--- config.mk ---
export PLATFORM = sky130hd
export DESIGN_NAME = rbk_rf_ctrl
export DESIGN_NICKNAME = d
export VERILOG_FILES = /design/src/rtl/rbk_rf_pkg.sv /design/src/rtl/rbk_rf_ctrl.sv /design/src/rtl/rbk_rf_status.sv /design/src/rtl/rbk_rf_rd_seq.sv /design/src/rtl/rbk_rf_wr_seq.sv /design/src/rtl/rbk_rf_cmd_fifo.sv
export VERILOG_INCLUDE_DIRS = /design/src /design/src/rtl
export SDC_FILE = /design/constraint.sdc
export NUM_CORES = 1
export LEC_CHECK = 0
export ABC_CLOCK_PERIOD_IN_PS = 5350
export BUFFER_PORTS_ARGS = -buffer_cell sky130_fd_sc_hd__buf_2
export CAP_MARGIN = 20
export CORE_AREA = 10 10 410 412
export DETAILED_ROUTE_END_ITERATION = 16
export DIE_AREA = 0 0 420 422
export GPL_TIMING_DRIVEN = 0
export SYNTH_ARGS = -nofsm -noshare
export SYNTH_HDL_FRONTEND = slang
export SYNTH_HIERARCHICAL = 1
export SYNTH_SLANG_ARGS = --single-unit
--- constraint.sdc ---
create_clock -name nvdla_core_clk -period 5.35 [get_ports nvdla_core_clk]
set_input_delay 0.8025 -clock nvdla_core_clk [delete_from_list [all_inputs] [get_ports nvdla_core_clk]]
set_output_delay 0.8025 -clock nvdla_core_clk [all_outputs]
set_load 0.02 [all_outputs]
--- src/rtl/rbk_rf_macros.svh ---
////////////////////////////////////////////////////////////////////////////
// rubik register-file controller
// widths and constants shared by the package and the RTL
////////////////////////////////////////////////////////////////////////////

`ifndef RBK_RF_MACROS_SVH
`define RBK_RF_MACROS_SVH

// one register-file entry, two atoms wide
`define RBK_DATA_W      512

// entry address into the 32-entry file
`define RBK_ADDR_W      5

// bytes per atom
`define RBK_ATOM_BYTES  32

// entries in each command queue
`define RBK_CMD_DEPTH   2

// row and column fields of the commands (value minus one)
`define RBK_WR_ROW_W    5
`define RBK_RD_ROW_W    6
`define RBK_COL_W       6

// byte counts in the read mask, per atom
`define RBK_MASK_W      6

`endif
--- src/rtl/rbk_rf_pkg.sv ---
////////////////////////////////////////////////////////////////////////////
// rubik register-file controller
// mode, configuration, command and request types
////////////////////////////////////////////////////////////////////////////

`include "rbk_rf_macros.svh"

package rbk_rf_pkg;

  typedef enum logic [1:0] {
    mode_contract = 2'd0,
    mode_split    = 2'd1,
    mode_reserved = 2'd2
  } rbk_mode_e;

  // anything other than int8 counts as 2-byte
  typedef enum logic [1:0] {
    prec_int8  = 2'd0,
    prec_int16 = 2'd1
  } rbk_prec_e;

  typedef struct packed {
    rbk_mode_e mode;
    rbk_prec_e prec;
  } rbk_cfg_t;

  typedef logic [`RBK_ADDR_W-1:0]   rbk_addr_t;
  typedef logic [`RBK_DATA_W-1:0]   rbk_data_t;
  typedef logic [2*`RBK_MASK_W-1:0] rbk_rd_mask_t;  // [11:6] atom 1, [5:0] atom 0

  // rows and columns both carry value minus one
  typedef struct packed {
    logic [`RBK_WR_ROW_W-1:0] rows;
    logic [`RBK_COL_W-1:0]    cols;
  } rbk_wr_cmd_t;

  typedef struct packed {
    logic [`RBK_RD_ROW_W-1:0] rows;
    logic [`RBK_COL_W-1:0]    cols;
  } rbk_rd_cmd_t;

  typedef struct packed {
    logic      done;  // last beat of the surface
    rbk_addr_t addr;
    rbk_data_t data;
  } rbk_wr_req_t;

  typedef struct packed {
    logic         done;
    rbk_rd_mask_t mask;
    rbk_addr_t    addr;
  } rbk_rd_req_t;

endpackage

--- src/rtl/rbk_rf_ctrl.sv ---
////////////////////////////////////////////////////////////////////////////
// rubik register-file controller, top level
// command queues, write and read sequencers and surface status
////////////////////////////////////////////////////////////////////////////

module rbk_rf_ctrl (
  input  logic                    nvdla_core_clk,
  input  logic                    nvdla_core_rstn,
  input  rbk_rf_pkg::rbk_cfg_t    cfg,
  input  logic                    wr_cmd_vld,
  input  rbk_rf_pkg::rbk_wr_cmd_t wr_cmd,
  output logic                    wr_cmd_rdy,
  input  logic                    rd_cmd_vld,
  input  rbk_rf_pkg::rbk_rd_cmd_t rd_cmd,
  output logic                    rd_cmd_rdy,
  input  logic                    data_vld,
  input  rbk_rf_pkg::rbk_data_t   data,
  output logic                    data_rdy,
  output logic                    wr_vld,
  output rbk_rf_pkg::rbk_wr_req_t wr_req,
  input  logic                    wr_rdy,
  output logic                    rd_vld,
  output rbk_rf_pkg::rbk_rd_req_t rd_req,
  input  logic                    rd_rdy
);

  import rbk_rf_pkg::*;

  localparam int WR_CMD_W = $bits(rbk_wr_cmd_t);
  localparam int RD_CMD_W = $bits(rbk_rd_cmd_t);

  logic                wr_q_vld;
  logic [WR_CMD_W-1:0] wr_q_pd;
  logic                wr_q_pop;
  logic                rd_q_vld;
  logic [RD_CMD_W-1:0] rd_q_pd;
  logic                rd_q_pop;
  logic                rf_full;
  logic                rf_nempty;

  ////////////////////////////////////////////////////////////////////////////
  // command queues
  rbk_rf_cmd_fifo #(.WIDTH(WR_CMD_W)) u_wr_cmd_fifo (
    .nvdla_core_clk  (nvdla_core_clk),
    .nvdla_core_rstn (nvdla_core_rstn),
    .in_vld          (wr_cmd_vld),
    .in_pd           (WR_CMD_W'(wr_cmd)),
    .in_rdy          (wr_cmd_rdy),
    .out_vld         (wr_q_vld),
    .out_pd          (wr_q_pd),
    .out_rdy         (wr_q_pop)
  );

  rbk_rf_cmd_fifo #(.WIDTH(RD_CMD_W)) u_rd_cmd_fifo (
    .nvdla_core_clk  (nvdla_core_clk),
    .nvdla_core_rstn (nvdla_core_rstn),
    .in_vld          (rd_cmd_vld),
    .in_pd           (RD_CMD_W'(rd_cmd)),
    .in_rdy          (rd_cmd_rdy),
    .out_vld         (rd_q_vld),
    .out_pd          (rd_q_pd),
    .out_rdy         (rd_q_pop)
  );

  ////////////////////////////////////////////////////////////////////////////
  // sequencers and status
  rbk_rf_wr_seq u_wr_seq (
    .nvdla_core_clk  (nvdla_core_clk),
    .nvdla_core_rstn (nvdla_core_rstn),
    .cfg             (cfg),
    .cmd_vld         (wr_q_vld),
    .cmd             (rbk_wr_cmd_t'(wr_q_pd)),
    .cmd_pop         (wr_q_pop),
    .data_vld        (data_vld),
    .data            (data),
    .data_rdy        (data_rdy),
    .full            (rf_full),
    .wr_rdy          (wr_rdy),
    .wr_vld          (wr_vld),
    .wr_req          (wr_req)
  );

  rbk_rf_rd_seq u_rd_seq (
    .nvdla_core_clk  (nvdla_core_clk),
    .nvdla_core_rstn (nvdla_core_rstn),
    .cfg             (cfg),
    .cmd_vld         (rd_q_vld),
    .cmd             (rbk_rd_cmd_t'(rd_q_pd)),
    .cmd_pop         (rd_q_pop),
    .nempty          (rf_nempty),
    .rd_rdy          (rd_rdy),
    .rd_vld          (rd_vld),
    .rd_req          (rd_req)
  );

  rbk_rf_status u_status (
    .nvdla_core_clk  (nvdla_core_clk),
    .nvdla_core_rstn (nvdla_core_rstn),
    .wr_done         (wr_vld & wr_req.done),  // done only counts on a granted beat
    .rd_done         (rd_vld & rd_req.done),
    .full            (rf_full),
    .nempty          (rf_nempty)
  );

endmodule

--- src/rtl/rbk_rf_status.sv ---
////////////////////////////////////////////////////////////////////////////
// rubik register-file status
// two-surface write/read pointers with full and not-empty flags
////////////////////////////////////////////////////////////////////////////

module rbk_rf_status (
  input  logic nvdla_core_clk,
  input  logic nvdla_core_rstn,
  input  logic wr_done,
  input  logic rd_done,
  output logic full,
  output logic nempty
);

  logic [1:0] wptr;  // extra msb tells full from empty
  logic [1:0] rptr;

  always_ff @(posedge nvdla_core_clk or negedge nvdla_core_rstn) begin
    if (!nvdla_core_rstn) begin
      wptr <= '0;
      rptr <= '0;
    end else begin
      if (wr_done) begin
        wptr <= wptr + 2'd1;
      end
      if (rd_done) begin
        rptr <= rptr + 2'd1;
      end
    end
  end

  assign full   = (wptr[1] ^ rptr[1]) & (wptr[0] == rptr[0]);
  assign nempty = (wptr != rptr);

  a_rd_done_empty: assert property (@(posedge nvdla_core_clk) disable iff (!nvdla_core_rstn)
    rd_done |-> (wptr != rptr))
    else $error("surface read completed with the register file empty");

endmodule

--- src/rtl/rbk_rf_rd_seq.sv ---
////////////////////////////////////////////////////////////////////////////
// rubik read sequencer
// pops read commands, drives read addresses and the per-atom byte mask
////////////////////////////////////////////////////////////////////////////

`include "rbk_rf_macros.svh"

module rbk_rf_rd_seq (
  input  logic                    nvdla_core_clk,
  input  logic                    nvdla_core_rstn,
  input  rbk_rf_pkg::rbk_cfg_t    cfg,
  input  logic                    cmd_vld,
  input  rbk_rf_pkg::rbk_rd_cmd_t cmd,
  output logic                    cmd_pop,
  input  logic                    nempty,
  input  logic                    rd_rdy,
  output logic                    rd_vld,
  output rbk_rf_pkg::rbk_rd_req_t rd_req
);

  import rbk_rf_pkg::*;

  localparam logic [5:0] ATOM = 6'(`RBK_ATOM_BYTES);

  logic         pop_hold;
  logic         take;
  logic         open;
  logic [6:0]   tot_col;    // elements in split, atoms in contract
  logic [6:0]   tot_row;
  logic [5:0]   beats_row;
  logic [4:0]   ccnt;
  logic [5:0]   ccnt_inc;
  logic [5:0]   rcnt;
  logic [6:0]   rcnt_inc;
  logic         col_end;
  logic         surf_end;
  logic         m_contract;
  logic         m_int8;
  rbk_addr_t    addr;
  logic [6:0]   remain_col;
  logic [7:0]   byte_num;
  logic [7:0]   remain_byte;
  logic [7:0]   remain_byte1;
  rbk_rd_mask_t contract_mask;
  rbk_rd_mask_t split_mask;

  // reserved mode falls into the split path
  assign m_contract = (cfg.mode == mode_contract);
  assign m_int8     = (cfg.prec == prec_int8);

  ////////////////////////////////////////////////////////////////////////////
  // command pop
  always_ff @(posedge nvdla_core_clk or negedge nvdla_core_rstn) begin
    if (!nvdla_core_rstn) begin
      pop_hold <= 1'b1;
    end else if (pop_hold & cmd_vld) begin
      pop_hold <= 1'b0;
    end else if (surf_end & ~cmd_vld) begin
      pop_hold <= 1'b1;
    end
  end

  assign cmd_pop = surf_end | pop_hold;
  assign take    = cmd_vld & cmd_pop;

  always_ff @(posedge nvdla_core_clk or negedge nvdla_core_rstn) begin
    if (!nvdla_core_rstn) begin
      tot_col <= '0;
      tot_row <= '0;
      open    <= 1'b0;
    end else begin
      if (take) begin
        tot_col <= {1'b0, cmd.cols} + 7'd1;
        tot_row <= {1'b0, cmd.rows} + 7'd1;
      end
      if (take) begin
        open <= 1'b1;
      end else if (surf_end) begin
        open <= 1'b0;
      end
    end
  end

  always_comb begin
    if (m_contract) begin
      beats_row = tot_col[6:1] + {5'd0, tot_col[0]};
    end else if (m_int8) begin
      beats_row = 6'd1;
    end else begin
      beats_row = (tot_col > 7'd32) ? 6'd2 : 6'd1;  // int16 past 32 columns spills over
    end
  end

  ////////////////////////////////////////////////////////////////////////////
  // beat grant, counters and address
  assign rd_vld   = rd_rdy & nempty & open;
  assign ccnt_inc = {1'b0, ccnt} + 6'd1;
  assign rcnt_inc = {1'b0, rcnt} + 7'd1;
  assign col_end  = rd_vld & (ccnt_inc == beats_row);
  assign surf_end = col_end & (rcnt_inc == tot_row);

  always_ff @(posedge nvdla_core_clk or negedge nvdla_core_rstn) begin
    if (!nvdla_core_rstn) begin
      ccnt <= '0;
      rcnt <= '0;
      addr <= '0;
    end else begin
      if (col_end) begin
        ccnt <= '0;
      end else if (rd_vld) begin
        ccnt <= ccnt_inc[4:0];
      end
      if (surf_end) begin
        rcnt <= '0;
      end else if (col_end) begin
        rcnt <= rcnt_inc[5:0];
      end
      if (surf_end) begin
        addr <= '0;
      end else if (m_contract & col_end) begin
        addr <= {rcnt_inc[2:0], 2'b00};
      end else if (~m_contract & ~m_int8 & col_end) begin
        addr <= {rcnt_inc[3:0], 1'b0};  // split int16 rows take two entries
      end else if (rd_vld) begin
        addr <= addr + 1'b1;
      end
    end
  end

  ////////////////////////////////////////////////////////////////////////////
  // byte mask with atom 0 in [5:0] and atom 1 in [11:6]
  assign remain_col    = tot_col - {ccnt, 2'b00} + {1'b0, ccnt, 1'b0};
  assign contract_mask = (remain_col == 7'd1) ? {6'd0, ATOM} : {ATOM, ATOM};  // odd tail

  assign byte_num     = m_int8 ? {1'b0, tot_col} : {tot_col, 1'b0};
  assign remain_byte  = byte_num - {ccnt[1:0], 6'd0};
  assign remain_byte1 = remain_byte - 8'd32;

  always_comb begin
    if (remain_byte >= 8'd64) begin
      split_mask = {ATOM, ATOM};
    end else if (remain_byte >= 8'd32) begin
      split_mask = {remain_byte1[5:0], ATOM};
    end else begin
      split_mask = {6'd0, remain_byte[5:0]};
    end
  end

  assign rd_req.done = surf_end;
  assign rd_req.mask = m_contract ? contract_mask : split_mask;
  assign rd_req.addr = addr;

  // the beat count must not shift under a surface in flight
  a_rd_beat_in_surf: assert property (@(posedge nvdla_core_clk) disable iff (!nvdla_core_rstn)
    rd_vld |-> (ccnt_inc <= beats_row) && (rcnt_inc <= tot_row))
    else $error("register-file read granted outside the captured surface");

endmodule

--- src/rtl/rbk_rf_wr_seq.sv ---
////////////////////////////////////////////////////////////////////////////
// rubik write sequencer
// pops write commands, counts beats and drives register-file write addresses
////////////////////////////////////////////////////////////////////////////

module rbk_rf_wr_seq (
  input  logic                    nvdla_core_clk,
  input  logic                    nvdla_core_rstn,
  input  rbk_rf_pkg::rbk_cfg_t    cfg,
  input  logic                    cmd_vld,
  input  rbk_rf_pkg::rbk_wr_cmd_t cmd,
  output logic                    cmd_pop,
  input  logic                    data_vld,
  input  rbk_rf_pkg::rbk_data_t   data,
  output logic                    data_rdy,
  input  logic                    full,
  input  logic                    wr_rdy,
  output logic                    wr_vld,
  output rbk_rf_pkg::rbk_wr_req_t wr_req
);

  import rbk_rf_pkg::*;

  logic      pop_hold;
  logic      take;
  logic      open;
  logic [6:0] cols_p1;
  logic [5:0] rows_p1;
  logic [5:0] beats_row;   // beats per row
  logic [5:0] tot_row;
  logic [4:0] ccnt;
  logic [5:0] ccnt_inc;
  logic [4:0] rcnt;
  logic [5:0] rcnt_inc;
  logic      col_end;
  logic      surf_end;
  logic      m_contract;
  rbk_addr_t addr;

  assign m_contract = (cfg.mode == mode_contract);

  ////////////////////////////////////////////////////////////////////////////
  // command pop
  always_ff @(posedge nvdla_core_clk or negedge nvdla_core_rstn) begin
    if (!nvdla_core_rstn) begin
      pop_hold <= 1'b1;
    end else if (pop_hold & cmd_vld) begin
      pop_hold <= 1'b0;
    end else if (surf_end & ~cmd_vld) begin
      pop_hold <= 1'b1;  // idle when nothing is waiting
    end
  end

  assign cmd_pop = surf_end | pop_hold;
  assign take    = cmd_vld & cmd_pop;

  assign cols_p1 = {1'b0, cmd.cols} + 7'd1;
  assign rows_p1 = {1'b0, cmd.rows} + 6'd1;

  always_ff @(posedge nvdla_core_clk or negedge nvdla_core_rstn) begin
    if (!nvdla_core_rstn) begin
      beats_row <= '0;
      tot_row   <= '0;
      open      <= 1'b0;
    end else begin
      if (take) begin
        beats_row <= cols_p1[6:1] + {5'd0, cols_p1[0]};  // two atoms per beat
        tot_row   <= rows_p1;
      end
      if (take) begin
        open <= 1'b1;
      end else if (surf_end) begin
        open <= 1'b0;
      end
    end
  end

  ////////////////////////////////////////////////////////////////////////////
  // beat grant and counters
  assign data_rdy = open & wr_rdy & ~full & data_vld;
  assign wr_vld   = data_vld & data_rdy;

  assign ccnt_inc = {1'b0, ccnt} + 6'd1;
  assign rcnt_inc = {1'b0, rcnt} + 6'd1;
  assign col_end  = wr_vld & (ccnt_inc == beats_row);
  assign surf_end = col_end & (rcnt_inc == tot_row);

  always_ff @(posedge nvdla_core_clk or negedge nvdla_core_rstn) begin
    if (!nvdla_core_rstn) begin
      ccnt <= '0;
      rcnt <= '0;
      addr <= '0;
    end else begin
      if (col_end) begin
        ccnt <= '0;
      end else if (wr_vld) begin
        ccnt <= ccnt_inc[4:0];
      end
      if (surf_end) begin
        rcnt <= '0;
      end else if (col_end) begin
        rcnt <= rcnt_inc[4:0];
      end
      if (surf_end) begin
        addr <= '0;
      end else if (m_contract & col_end) begin
        addr <= {rcnt_inc[2:0], 2'b00};  // fixed 4-entry row stride
      end else if (wr_vld) begin
        addr <= addr + 1'b1;
      end
    end
  end

  assign wr_req.done = surf_end;
  assign wr_req.addr = addr;
  assign wr_req.data = data;

  // granted beats stay inside the surface captured at the pop
  a_wr_beat_in_surf: assert property (@(posedge nvdla_core_clk) disable iff (!nvdla_core_rstn)
    wr_vld |-> (ccnt_inc <= beats_row) && (rcnt_inc <= tot_row))
    else $error("register-file write granted outside the captured surface");

endmodule

--- src/rtl/rbk_rf_cmd_fifo.sv ---
////////////////////////////////////////////////////////////////////////////
// rubik command queue
// small registered valid/ready FIFO holding commands for a sequencer
////////////////////////////////////////////////////////////////////////////

`include "rbk_rf_macros.svh"

module rbk_rf_cmd_fifo #(
  parameter int WIDTH = 11
) (
  input  logic             nvdla_core_clk,
  input  logic             nvdla_core_rstn,
  input  logic             in_vld,
  input  logic [WIDTH-1:0] in_pd,
  output logic             in_rdy,
  output logic             out_vld,
  output logic [WIDTH-1:0] out_pd,
  input  logic             out_rdy
);

  localparam int DEPTH = `RBK_CMD_DEPTH;
  localparam int PTR_W = (DEPTH > 1) ? $clog2(DEPTH) : 1;
  localparam int CNT_W = $clog2(DEPTH + 1);

  logic [WIDTH-1:0] mem [DEPTH];
  logic [PTR_W-1:0] wr_ptr;
  logic [PTR_W-1:0] rd_ptr;
  logic [CNT_W-1:0] count;
  logic             push;
  logic             pop;

  assign in_rdy  = (count < CNT_W'(DEPTH));
  assign out_vld = (count != '0);
  assign out_pd  = mem[rd_ptr];
  assign push    = in_vld & in_rdy;
  assign pop     = out_vld & out_rdy;

  always_ff @(posedge nvdla_core_clk) begin
    if (push) begin
      mem[wr_ptr] <= in_pd;
    end
  end

  always_ff @(posedge nvdla_core_clk or negedge nvdla_core_rstn) begin
    if (!nvdla_core_rstn) begin
      wr_ptr <= '0;
      rd_ptr <= '0;
      count  <= '0;
    end else begin
      if (push) begin
        wr_ptr <= (wr_ptr == PTR_W'(DEPTH - 1)) ? '0 : wr_ptr + 1'b1;
      end
      if (pop) begin
        rd_ptr <= (rd_ptr == PTR_W'(DEPTH - 1)) ? '0 : rd_ptr + 1'b1;
      end
      count <= count + CNT_W'(push) - CNT_W'(pop);  // push and pop may coincide
    end
  end

  // a full queue that is not popped keeps its count and its head entry
  a_no_push_full: assert property (@(posedge nvdla_core_clk) disable iff (!nvdla_core_rstn)
    (count == CNT_W'(DEPTH)) && !pop |=> (count == CNT_W'(DEPTH)) && $stable(out_pd))
    else $error("command queue accepted a push while full");

endmodule

==> results by group, run 1 <==
Status
  – Status: finished, final reports clean

Drt
  – DRC viols: 0
  – Routed vias: 10400
  – Final WL: about 120000 um
  – Vias/cell: between 2 and 3
  – Routed len/inst: 30.6 um
  – DRT Pass-1 Iters: 5
  – DR iter-0 viols: approximately 600
  – Routed Antenna Nets: 0

Pwr
  – Switching Fraction: roughly a third
  – P_leak: 8.20 nW
  – Logic pwr share: 32.2%
  – Switching power: 1.08 mW
  – Clock network power share: 37.3%
  – Int Power: between 2 and 2.5 mW
  – VDD IR max: 0.181 mV
  – Sequential share of power: 30.5%
  – Power Density: between 150 and 200 nW/um2

STA
  – Slew HR: 32.9%
  – Hold slack: 0.354 ns
  – Worst Tran Pin Value: 1.00 ns
  – Final Hold Viols: 0
  – Final Critical Period: 4.03 ns
  – Final setup viols: 0
  – Worst Setup Slack, final: 1.32 ns
  – Final Skew: 0.0109 ns
  – Slew Viols, Final: 0
  – Tcrit/Tclk final: 75.4%
  – Top achievable clock speed: 0.248 GHz
  – Sum of negative setup slack: 0 ns
  – RSZ-0062 raised after global routing: false

Final layout
  – Commonest non-fill, non-tap cells in the layout: buf_2 (577), buf_4 (516), dfrtp_1 (71), edfxtp_1 (46), nand2_1 (45)
  – Area Overhead vs Synth: 56.3%
  – Commonest non-fill, non-tap cell in the layout: buf_2
  – Layout Nets: 2308
  – Design Area, Final: 17000 um2
  – Ratio of cells with drive above 1 in the final layout: 68.8%
  – Fillers: approximately 18000
  – Non-Filler Instances: 3842

Hold path
  – Class of the worst hold path: in -> async

Setup path
  – CP startpoint: u_rd_seq/ccnt[1]
  – Critical-path top delay cell: fa_1
  – Reg2reg end: u_rd_cmd_fifo/count[1]
  – Max FO, Critical Path: 6
  – CP Depth: 12
  – Crit path to: rd_req[16]
  – CP required: 4.55 ns
  – Crit path DAT: 3.23 ns
  – Worst-case reg-to-reg path depth: 13
  – Crit path capture type: output port
  – Critical Path Start Type: flip-flop
  – Slowest stage delay, CP: approximately 0.57 ns
  – CP dominant cell by count: o21ai_0
  – Reg2reg setup slack: 1.94 ns
  – Crit-path cells: inv_1 > fa_1 > inv_1 > ha_1 > nor2b_1 > o21ai_0 > a21boi_0 > o21ai_0 > o21ai_0 > a21o_1 > a31oi_1 > buf_2
  – Buf+Inv Stages, Crit Path: 3
  – Top delay family on crit path: compound AO/OA/AOI/OAI gates
  – FF-to-FF Start: u_rd_seq/tot_col[0]
  – Crit Path Class: reg -> out

Placed design
  – Port bufs: 574
  – DP Area: 16400 um2
  – DP HPWL: 112000 um
  – RD Place Congestion: approximately 1.0
  – Place WS: 1.41 ns
  – Placed insts: 3797

Logic synthesis
  – Warnings from Yosys: 6
  – Top-area cell type share of the netlist area: 35.5%
  – Top cells by area, synth: buf_4 (36%), dfrtp_1 (16%), edfxtp_1 (13%)
  – Most used DFF post-synth: dfrtp_1
  – Syn_nets: 1714
  – Yosys top cell by area: buf_4
  – Synth Register Bits: approximately 120
  – Sequential-to-total area share from yosys stat: 29.5%
  – Cells after Synth: roughly 1100
  – Number of distinct library cells after synthesis: 80
  – Post-synth EDFFs: 46
  – Post-synthesis cell area: 10900 um2
  – Fraction of registers with async set/reset: around 60%
  – Syn Area/Cell: 9.58 um2

Clock network
  – Root Driver: clkbuf_16
  – TritonCTS buffer count: 17
  – Cts repair resizes: 0
  – Clock transition at path regs: 0.06 ns
  – CTS hold repair buffers: 0
  – Clock Sinks: between 100 and 150
  – H-Tree Depth: 4
  – Clock Latency Late Sink: 0.44 ns
  – CTS tree: done
  – Post-CTS setup buffers: 0
  – Clock Path Buffers: 2

Floorplanning
  – Die X: ~420 um
  – # rows: 147
  – Starting density of the core: under 10%
  – IO Pins: 1087
  – Die H: 422 um
  – Core Box Area: 160000 um2
  – Die footprint: ~180000 um2

Global routing
  – GRT Overall Usage: 12.4%
  – Antenna violations before repair: 120
  – Pin count of the biggest net entering global routing: 39
  – Gr ovfl total: 0
  – First-pass GRT wire length: 138000 um
  – Vias in the first global route: 10300

Job
  – Number of max-cap violations: 0
[power by group through the flow]
stage | Sequential (mW) | Clock, mW | Combinational, mW
after floorplan | 0.966 | 0 | 0.573
after global placement | 0.966 | 0 | 1.01
after detailed placement | 0.966 | 0 | 1.02
after CTS | 0.948 | 1.20 | 1.02
after global routing | 0.948 | 1.23 | 1.05
final | 0.949 | 1.16 | 1.00
[kinds of logic (layout without fill, tap and decap cells)]
family	after synthesis	in the layout	share of synthesized area, %
AO/OA/AOI/OAI	104	104	7.13
XOR/XNOR	67	67	5.59
adder cells (fa/ha/maj)	32	32	4.02
buffers and inverters	570	1177	37.9
flip-flops	119	119	29.5
multiplexers	57	57	6.60
other	0	13	0
AND/OR/NAND/NOR	187	187	9.24
[worst min path at each step]
stage | slack [ns] | start | to
2_1_floorplan | 0.46 | u_rd_cmd_fifo/wr_ptr | u_rd_cmd_fifo/wr_ptr
3_3_place_gp | 0.48 | u_wr_cmd_fifo/wr_ptr | u_wr_cmd_fifo/wr_ptr
3_5_place_dp | 0.49 | u_wr_cmd_fifo/wr_ptr | u_wr_cmd_fifo/wr_ptr
4_1_cts | 0.34 | nvdla_core_rstn | u_wr_cmd_fifo/count[0]
5_1_grt | 0.37 | nvdla_core_rstn | u_wr_cmd_fifo/count[0]
6_report | 0.35 | nvdla_core_rstn | u_wr_cmd_fifo/count[0]
[layer usage]
layer | wire, um | GRT usage, % | up-vias | part of all wire [%]
li1 | - | - | 4472 | -
met1 | 42800 | 13.5 | 4925 | 36
met2 | 53400 | 19.9 | 781 | 45
met3 | 18600 | 8.53 | 187 | 16
met4 | 2390 | 2.59 | 54 | 2.0
met5 | 351 | 0 | - | 0.30
[stage by stage]
step           power (mW)  utilization [%]
6_report             3.11             10.6
3_3_place_gp         1.98             10.2
4_1_cts              3.17             10.6
2_1_floorplan        1.54                -
3_5_place_dp         1.98             10.3
5_1_grt              3.23             10.6
[synthesized netlist by cell type, types with 17 or more instances]
library cell / n
nand2_1: 45
mux2i_1: 17
buf_4: 515
xnor2_1: 35
xor2_1: 30
dfrtp_1: 71
mux2_4: 26
nor2_1: 30
o21ai_0: 36
inv_1: 35
edfxtp_1: 46
nand3_1: 31
ha_1: 27
[cell type report]
type | count | area (um2) | share of cell area, %
Buffer | 534 | 4000 | 23.5
Multi-Input combinational cell | 447 | 3550 | 20.8
Sequential cell | 119 | 3210 | 18.9
Timing Repair Buffer | 575 | 2900 | 17.1
Tap cell | 2086 | 2610 | 15.3
Clock buffer | 18 | 439 | 2.58
Clock inverter | 14 | 149 | 0.875
Inverter | 36 | 135 | 0.794
Antenna cell | 13 | 32.5 | 0.191
[worst register-to-register path: cells and delay by family, from the launching register on]
family | cells | cell delay (ns)
buf+inv | 1 | 0.16
fa+ha+maj | 2 | 0.35
simple gates | 6 | 1.44
compound gates | 3 | 0.82
xor+xnor | 1 | 0.13
flops | 1 | 0.44
[sequential cells by signal, indices dropped and copies added, names as in the netlist, 2 cells and up]
name / cells
u_rd_cmd_fifo/mem: 24
u_wr_cmd_fifo/mem: 22
u_rd_seq/tot_col: 7
u_rd_seq/tot_row: 7
u_rd_seq/rcnt: 6
u_wr_seq/beats_row: 6
u_wr_seq/tot_row: 6
u_rd_seq/addr: 5
u_rd_seq/ccnt: 5
u_wr_seq/addr: 5
u_wr_seq/ccnt: 5
u_wr_seq/rcnt: 5
u_rd_cmd_fifo/count: 2
u_status/rptr: 2
u_status/wptr: 2
u_wr_cmd_fifo/count: 2
Power figures use the tool's default switching activity.
==> inputs of run 2 (changes only) <==
- ABC_CLOCK_PERIOD_IN_PS: 5350 -> 4200
- clock period: 5.35 -> 4.2 ns (I/O delays scaled with it)
==> run 2 against run 1 <==
Critical path depth fell by 1. Register-to-register slack got worse by 1.2 ns. Final cell count did not move. Sequential cell count did not move. Hold slack got worse by 0.17 ns. Via count rose by 0.14%. Sequential power rose by 28%. Die area did not move.
==> results by group, run 2 (synthesized netlist as in run 1, its figures left out) <==
Status
  – Status: finished, final reports clean (unchanged)

STA
  – Slew HR: 32.9% (unchanged)
  – Hold slack: 0.182 ns (was 0.354 ns)
  – Worst Setup Slack, final: 0.364 ns (was 1.32 ns)
  – Tcrit/Tclk final: 91.3%
  – RSZ-0062 raised after global routing: false (unchanged)
  – Final setup viols: 0 (unchanged)
  – Final Critical Period: 3.84 ns
  – Top achievable clock speed: 0.261 GHz
  – Final Hold Viols: 0 (unchanged)
  – Final Skew: 0.0109 ns (unchanged)
  – Slew Viols, Final: 0 (unchanged)
  – Sum of negative setup slack: 0 ns (unchanged)
  – Worst Tran Pin Value: 1.00 ns (unchanged)

Clock network
  – CTS hold repair buffers: 0 (unchanged)
  – Clock Path Buffers: 2 (unchanged)
  – Clock Sinks: 119 (unchanged)
  – TritonCTS buffer count: 17 (unchanged)
  – CTS tree: done (unchanged)
  – Clock Latency Late Sink: 0.44 ns (about the same)
  – H-Tree Depth: 4 (unchanged)
  – Root Driver: clkbuf_16 (unchanged)
  – Clock transition at path regs: 0.06 ns (about the same)

Final layout
  – Multi-input gate area: 3550 um2 (unchanged)
  – Design Area, Final: 17000 um2 (about the same)
  – Biggest regs: u_rd_cmd_fifo/mem x24, u_wr_cmd_fifo/mem x22 (unchanged)
  – Non-Filler Instances: 3842 (unchanged)
  – Fillers: 18500 (about the same)
  – Max reg flops: 24 (unchanged)
  – Final core occ: 10.6% (about the same)
  – Area Overhead vs Synth: 56.3% (about the same)
  – Largest Register: u_rd_cmd_fifo/mem (unchanged)
  – Register area: 3210 um2 (about the same)
  – Commonest non-fill, non-tap cell in the layout: buf_2 (unchanged)
  – Commonest non-fill, non-tap cells in the layout: buf_2 (577), buf_4 (516), dfrtp_1 (70), edfxtp_1 (46), nand2_1 (45) (was buf_2 (577), buf_4 (516), dfrtp_1 (71), edfxtp_1 (46), nand2_1 (45))
  – Ratio of cells with drive above 1 in the final layout: 68.9% (was 68.8%)
  – Layout Nets: 2308 (unchanged)

Placed design
  – Placed insts: 3797 (unchanged)
  – DP HPWL: 112000 um (unchanged)
  – Port bufs: 574 (unchanged)
  – RD Place Congestion: 1.00 (unchanged)
  – Place WS: 0.610 ns (was 1.41 ns)
  – DP Area: 16400 um2 (unchanged)

Global routing
  – Gr ovfl total: 0 (unchanged)
  – Pin count of the biggest net entering global routing: 39 (unchanged)
  – GRT Overall Usage: 12.4% (unchanged)
  – First-pass GRT wire length: 138000 um (unchanged)
  – Antenna violations before repair: 120 (unchanged)
  – Vias in the first global route: 10300 (unchanged)

Setup path
  – CP required: 3.57 ns (was 4.55 ns)
  – Reg2reg setup slack: 0.79 ns (was 1.94 ns)
  – Max FO, Critical Path: 11 (was 6)
  – CP dominant cell by count: o21ai_0 (unchanged)
  – Crit Path Class: reg -> out (unchanged)
  – Slowest stage delay, CP: 0.64 ns (was 0.57 ns)
  – Critical Path Start Type: flip-flop (unchanged)
  – Crit path capture type: output port (unchanged)
  – Crit path DAT: 3.21 ns (was 3.23 ns)
  – Crit-path cells: fa_1 > inv_1 > ha_1 > nor2b_1 > o21ai_0 > a21boi_0 > o21ai_0 > o21ai_0 > a21o_1 > a31oi_1 > buf_2 (was inv_1 > fa_1 > inv_1 > ha_1 > nor2b_1 > o21ai_0 > a21boi_0 > o21ai_0 > o21ai_0 > a21o_1 > a31oi_1 > buf_2)
  – Top delay family on crit path: compound AO/OA/AOI/OAI gates (unchanged)
  – Buf+Inv Stages, Crit Path: 2 (was 3)
  – Critical-path top delay cell: fa_1 (unchanged)

Drt
  – DRT Pass-1 Iters: 5 (unchanged)
  – Routed len/inst: 30.6 um (about the same)
  – DR iter-0 viols: 596 (unchanged)
  – Routed vias: 10400 (about the same)
  – Vias/cell: 2.72 (was 2.71)
  – Routed Antenna Nets: 0 (unchanged)
  – DRC viols: 0 (unchanged)
  – Final WL: 118000 um (about the same)

Floorplanning
  – # rows: 147 (unchanged)
  – Starting density of the core: 6.81% (unchanged)
  – IO Pins: 1087 (unchanged)
  – Die footprint: 177000 um2 (unchanged)
  – Die H: 422 um (unchanged)
  – Core Box Area: 160000 um2 (unchanged)
  – Die X: 420 um (unchanged)

Pwr
  – P_leak: 8.20 nW (about the same)
  – Power Density: 233 nW/um2 (was 183 nW/um2)
  – Overall power: 3.96 mW (was 3.11 mW)
  – VDD IR max: 0.230 mV (was 0.181 mV)

Hold path
  – Class of the worst hold path: in -> async (unchanged)

Job
  – Number of max-cap violations: 0 (unchanged)
## run 2: area by class of cell
class	instances	area share, %
clock buffer	18	2.58
clock inverter	14	0.875
timing repair buffer	575	17.1
sequential	119	18.9
multi-input combinational	447	20.8
inverter	36	0.794
buffer	534	23.5
tap	2086	15.3
antenna	13	0.191
## run 2: final timing paths
| path | start | end | depth (start not counted) |
|---|---|---|---|
| setup / recovery | u_rd_seq/ccnt[0] | rd_req[16] | 11 |
| min in group nvdla_core_clk | wr_cmd[4] | u_wr_cmd_fifo/mem[0][4] | 1 |
| max in group asynchronous | nvdla_core_rstn | u_rd_seq/pop_hold | 2 |
| setup reg to reg | u_rd_seq/tot_col[0] | u_rd_cmd_fifo/count[1] | 13 |
| hold / removal | nvdla_core_rstn | u_wr_cmd_fifo/count[0] | 1 |
| hold reg to reg | u_wr_cmd_fifo/wr_ptr | u_wr_cmd_fifo/wr_ptr | 1 |
## run 2: repair_timing
item,in CTS,in global routing
resized for setup,0,1
buffers inserted,0,0
endpoints found under the setup margin,0,1
## run 2: per-layer routing
layer  vias to the layer above  global-route usage [%]  routed length (um)
li1                       4472                       -                   -
met1                      4928                    13.5               42800
met5                         -                       0                 351
met3                       193                    8.53               18600
met4                        54                    2.59                2400
met2                       787                    19.9               53400
## run 2: worst register-to-register path, delay by kind of cell, from the launching register on
kind	cells	cell delay, ns
AND/OR/NAND/NOR	6	1.44
AO/OA/AOI/OAI	3	0.82
flip-flops	1	0.44
adder cells (fa/ha/maj)	2	0.35
buffers and inverters	1	0.16
XOR/XNOR	1	0.13
## run 2: where the power goes
| group | total [mW] | switching [mW] | internal, mW |
|---|---|---|---|
| clock | 1.48 | 0.589 | 0.889 |
| combinational | 1.27 | 0.783 | 0.491 |
| sequential | 1.21 | 0 | 1.21 |
| total | 3.96 | 1.37 | 2.59 |
==> inputs of run 3 (changes only) <==
- CORE_AREA: 10 10 410 412 -> 4 4 422 424
- DIE_AREA: 0 0 420 422 -> 0 0 426 428
==> run 3 against run 2 <==
Critical path type unchanged. Via count is 2.8% higher. Power is 2.2% lower. Clock power is 9% lower. Design area is 1.6% higher. Global-route usage is 0.38 points higher. Sequential power hardly changed. Sequential cell count stayed put.
==> results by group, run 3 (synthesized netlist as in run 1, its figures left out) <==
STA
  – Sum of negative setup slack: 0 ns (unchanged)
  – Worst Tran Pin Value: 1.01 ns (was 1.00 ns)
  – RSZ-0062 raised after global routing: false (unchanged)
  – Final Skew: 0.0104 ns (was 0.0109 ns)
  – Final setup viols: 0 (unchanged)
  – Hold slack: 0.193 ns (was 0.182 ns)
  – Slew Viols, Final: 0 (unchanged)
  – Slew HR: 32.3% (was 32.9%)
  – Tcrit/Tclk final: 94.0% (was 91.3%)
  – Worst Setup Slack, final: 0.253 ns (was 0.364 ns)
  – Final Critical Period: 3.95 ns (was 3.84 ns)
  – Final Hold Viols: 0 (unchanged)
  – Top achievable clock speed: 0.253 GHz (was 0.261 GHz)

Setup path
  – Top delay family on crit path: adder cells (was compound AO/OA/AOI/OAI gates)
  – CP required: 3.57 ns (about the same)
  – Slowest stage delay, CP: 0.57 ns (was 0.64 ns)
  – Crit path DAT: 3.32 ns (was 3.21 ns)
  – Critical Path Start Type: flip-flop (unchanged)
  – CP dominant cell by count: inv_1 (was o21ai_0)
  – Crit path capture type: output port (unchanged)
  – Crit-path cells: inv_1 > fa_1 > inv_1 > ha_1 > nor2b_1 > o21ai_0 > a21boi_0 > o21a_1 > nor2_1 > xnor2_1 > a31oi_1 > buf_2 (was fa_1 > inv_1 > ha_1 > nor2b_1 > o21ai_0 > a21boi_0 > o21ai_0 > o21ai_0 > a21o_1 > a31oi_1 > buf_2)
  – Crit Path Class: reg -> out (unchanged)
  – Max FO, Critical Path: 6 (was 11)
  – Buf+Inv Stages, Crit Path: 3 (was 2)
  – Critical-path top delay cell: fa_1 (unchanged)

Drt
  – Routed len/inst: 30.1 um (was 30.6 um)
  – DRC viols: 0 (unchanged)
  – DRT Pass-1 Iters: 5 (unchanged)
  – Routed vias: 10700 (was 10400)
  – Routed Antenna Nets: 0 (unchanged)
  – DR iter-0 viols: 812 (was 596)
  – Vias/cell: 2.62 (was 2.72)
  – Final WL: 123000 um (was 118000 um)

Status
  – Status: finished, final reports clean (unchanged)

Final layout
  – Largest Register: u_rd_cmd_fifo/mem (unchanged)
  – Biggest regs: u_rd_cmd_fifo/mem x24, u_wr_cmd_fifo/mem x22 (unchanged)
  – Layout Nets: 2309 (was 2308)
  – Ratio of cells with drive above 1 in the final layout: 68.9% (about the same)
  – Design Area, Final: 17300 um2 (was 17000 um2)
  – Area Overhead vs Synth: 58.9% (was 56.3%)
  – Multi-input gate area: 3550 um2 (unchanged)
  – Commonest non-fill, non-tap cell in the layout: buf_2 (unchanged)
  – Fillers: 20200 (was 18500)
  – Register area: 3210 um2 (about the same)
  – Commonest non-fill, non-tap cells in the layout: buf_2 (577), buf_4 (517), dfrtp_1 (71), edfxtp_1 (46), nand2_1 (45) (was buf_2 (577), buf_4 (516), dfrtp_1 (70), edfxtp_1 (46), nand2_1 (45))
  – Final core occ: 9.95% (was 10.6%)
  – Max reg flops: 24 (unchanged)

Global routing
  – Antenna violations before repair: 134 (was 120)
  – First-pass GRT wire length: 143000 um (was 138000 um)
  – Pin count of the biggest net entering global routing: 39 (unchanged)
  – Vias in the first global route: 10200 (was 10300)
  – GRT Overall Usage: 12.8% (was 12.4%)
  – Gr ovfl total: 0 (unchanged)

Placed design
  – RD Place Congestion: 1.05 (was 1.00)
  – Port bufs: 574 (unchanged)
  – Place WS: 0.444 ns (was 0.610 ns)
  – DP HPWL: 117000 um (was 112000 um)
  – DP Area: 16700 um2 (was 16400 um2)

Floorplanning
  – # rows: 153 (was 147)
  – Core Box Area: 174000 um2 (was 160000 um2)
  – Die footprint: 182000 um2 (was 177000 um2)
  – Starting density of the core: 6.26% (was 6.81%)
  – Die H: 428 um (was 422 um)
  – Die X: 426 um (was 420 um)
  – IO Pins: 1087 (unchanged)

Pwr
  – Power Density: 224 nW/um2 (was 233 nW/um2)
  – P_leak: 8.17 nW (was 8.20 nW)
  – VDD IR max: 0.191 mV (was 0.230 mV)

Clock network
  – Post-CTS setup buffers: 0 (unchanged)
  – CTS hold repair buffers: 0 (unchanged)
  – Clock transition at path regs: 0.06 ns (about the same)
  – Cts repair resizes: 0 (unchanged)
  – H-Tree Depth: 4 (unchanged)
  – Root Driver: clkbuf_16 (unchanged)
  – TritonCTS buffer count: 17 (unchanged)
  – CTS tree: done (unchanged)
  – Clock Latency Late Sink: 0.45 ns (was 0.44 ns)
  – Clock Sinks: 119 (unchanged)
  – Clock Path Buffers: 2 (unchanged)

Job
  – Number of max-cap violations: 0 (unchanged)

Hold path
  – Class of the worst hold path: in -> async (unchanged)
==> run 3: changes by cell type in the layout (fill, tap and decap cells not counted) <==
cell,delta
buf_4,+1
diode_2,+6
clkbuf_1,+1
dfrtp_2,-1
bufinv_16,-2
dfrtp_1,+1
clkinv_1,-1
clkinvlp_4,+2
==> run 3: layout make-up <==
class	count	area share, %
Tap cell	2325	16.8
Buffer	534	23.1
Clock buffer	19	2.56
Inverter	36	0.781
Clock inverter	13	0.579
Sequential cell	119	18.6
Timing Repair Buffer	576	16.8
Antenna cell	19	0.275
Multi-Input combinational cell	447	20.5
==> run 3: final timing paths <==
kind                                   startpoint                 endpoint  slack [ns]  depth (start not counted)
min                               nvdla_core_rstn    u_wr_seq/beats_row[2]        0.19                          1
min in group nvdla_core_clk             wr_cmd[2]  u_wr_cmd_fifo/mem[0][2]        0.37                          1
max                              u_rd_seq/ccnt[1]               rd_req[16]        0.25                         12
max reg2reg                   u_rd_seq/tot_col[0]   u_rd_cmd_fifo/count[1]        0.82                         13
max in group asynchronous         nvdla_core_rstn        u_rd_seq/pop_hold        3.36                          2
min reg2reg                  u_rd_cmd_fifo/wr_ptr     u_rd_cmd_fifo/wr_ptr        0.49                          1
==> run 3: through the flow <==
stage | instances | total power [mW]
after global routing | 4081 | 4.02
after CTS | 4068 | 3.95
after global placement | 4035 | 2.55
after floorplan | 1136 | 1.96
final | 4088 | 3.87
after detailed placement | 4036 | 2.56
==> run 3: power breakdown <==
group          total [mW]  leakage, nW  internal, mW  switching (mW)
logic                1.31         6.57         0.491           0.820
registers            1.21         1.35          1.21               0
clock network        1.35        0.252         0.770           0.583
==> run 3: metal layers <==
layer | part of all wire (%) | global-route usage, % | up-vias
met3 | 18 | 10.2 | 255
li1 | - | - | 4480
met4 | 3.2 | 3.98 | 58
met1 | 33 | 12.4 | 5032
met5 | 0.28 | 0 | -
met2 | 46 | 20.7 | 896
==> run 3: worst reg2reg max path, stage by stage (launching register included) <==
cell      delay, ns
dfrtp_1        0.44
inv_1          0.16
ha_1           0.15
or4b_4         0.47
o2111a_1       0.24
a211oi_1       0.36
nor3_2         0.13
and4_4         0.26
or2_2          0.34
nand2_1        0.14
nand3_1        0.10
o211ai_1       0.12
ha_1           0.21
xor2_1         0.16
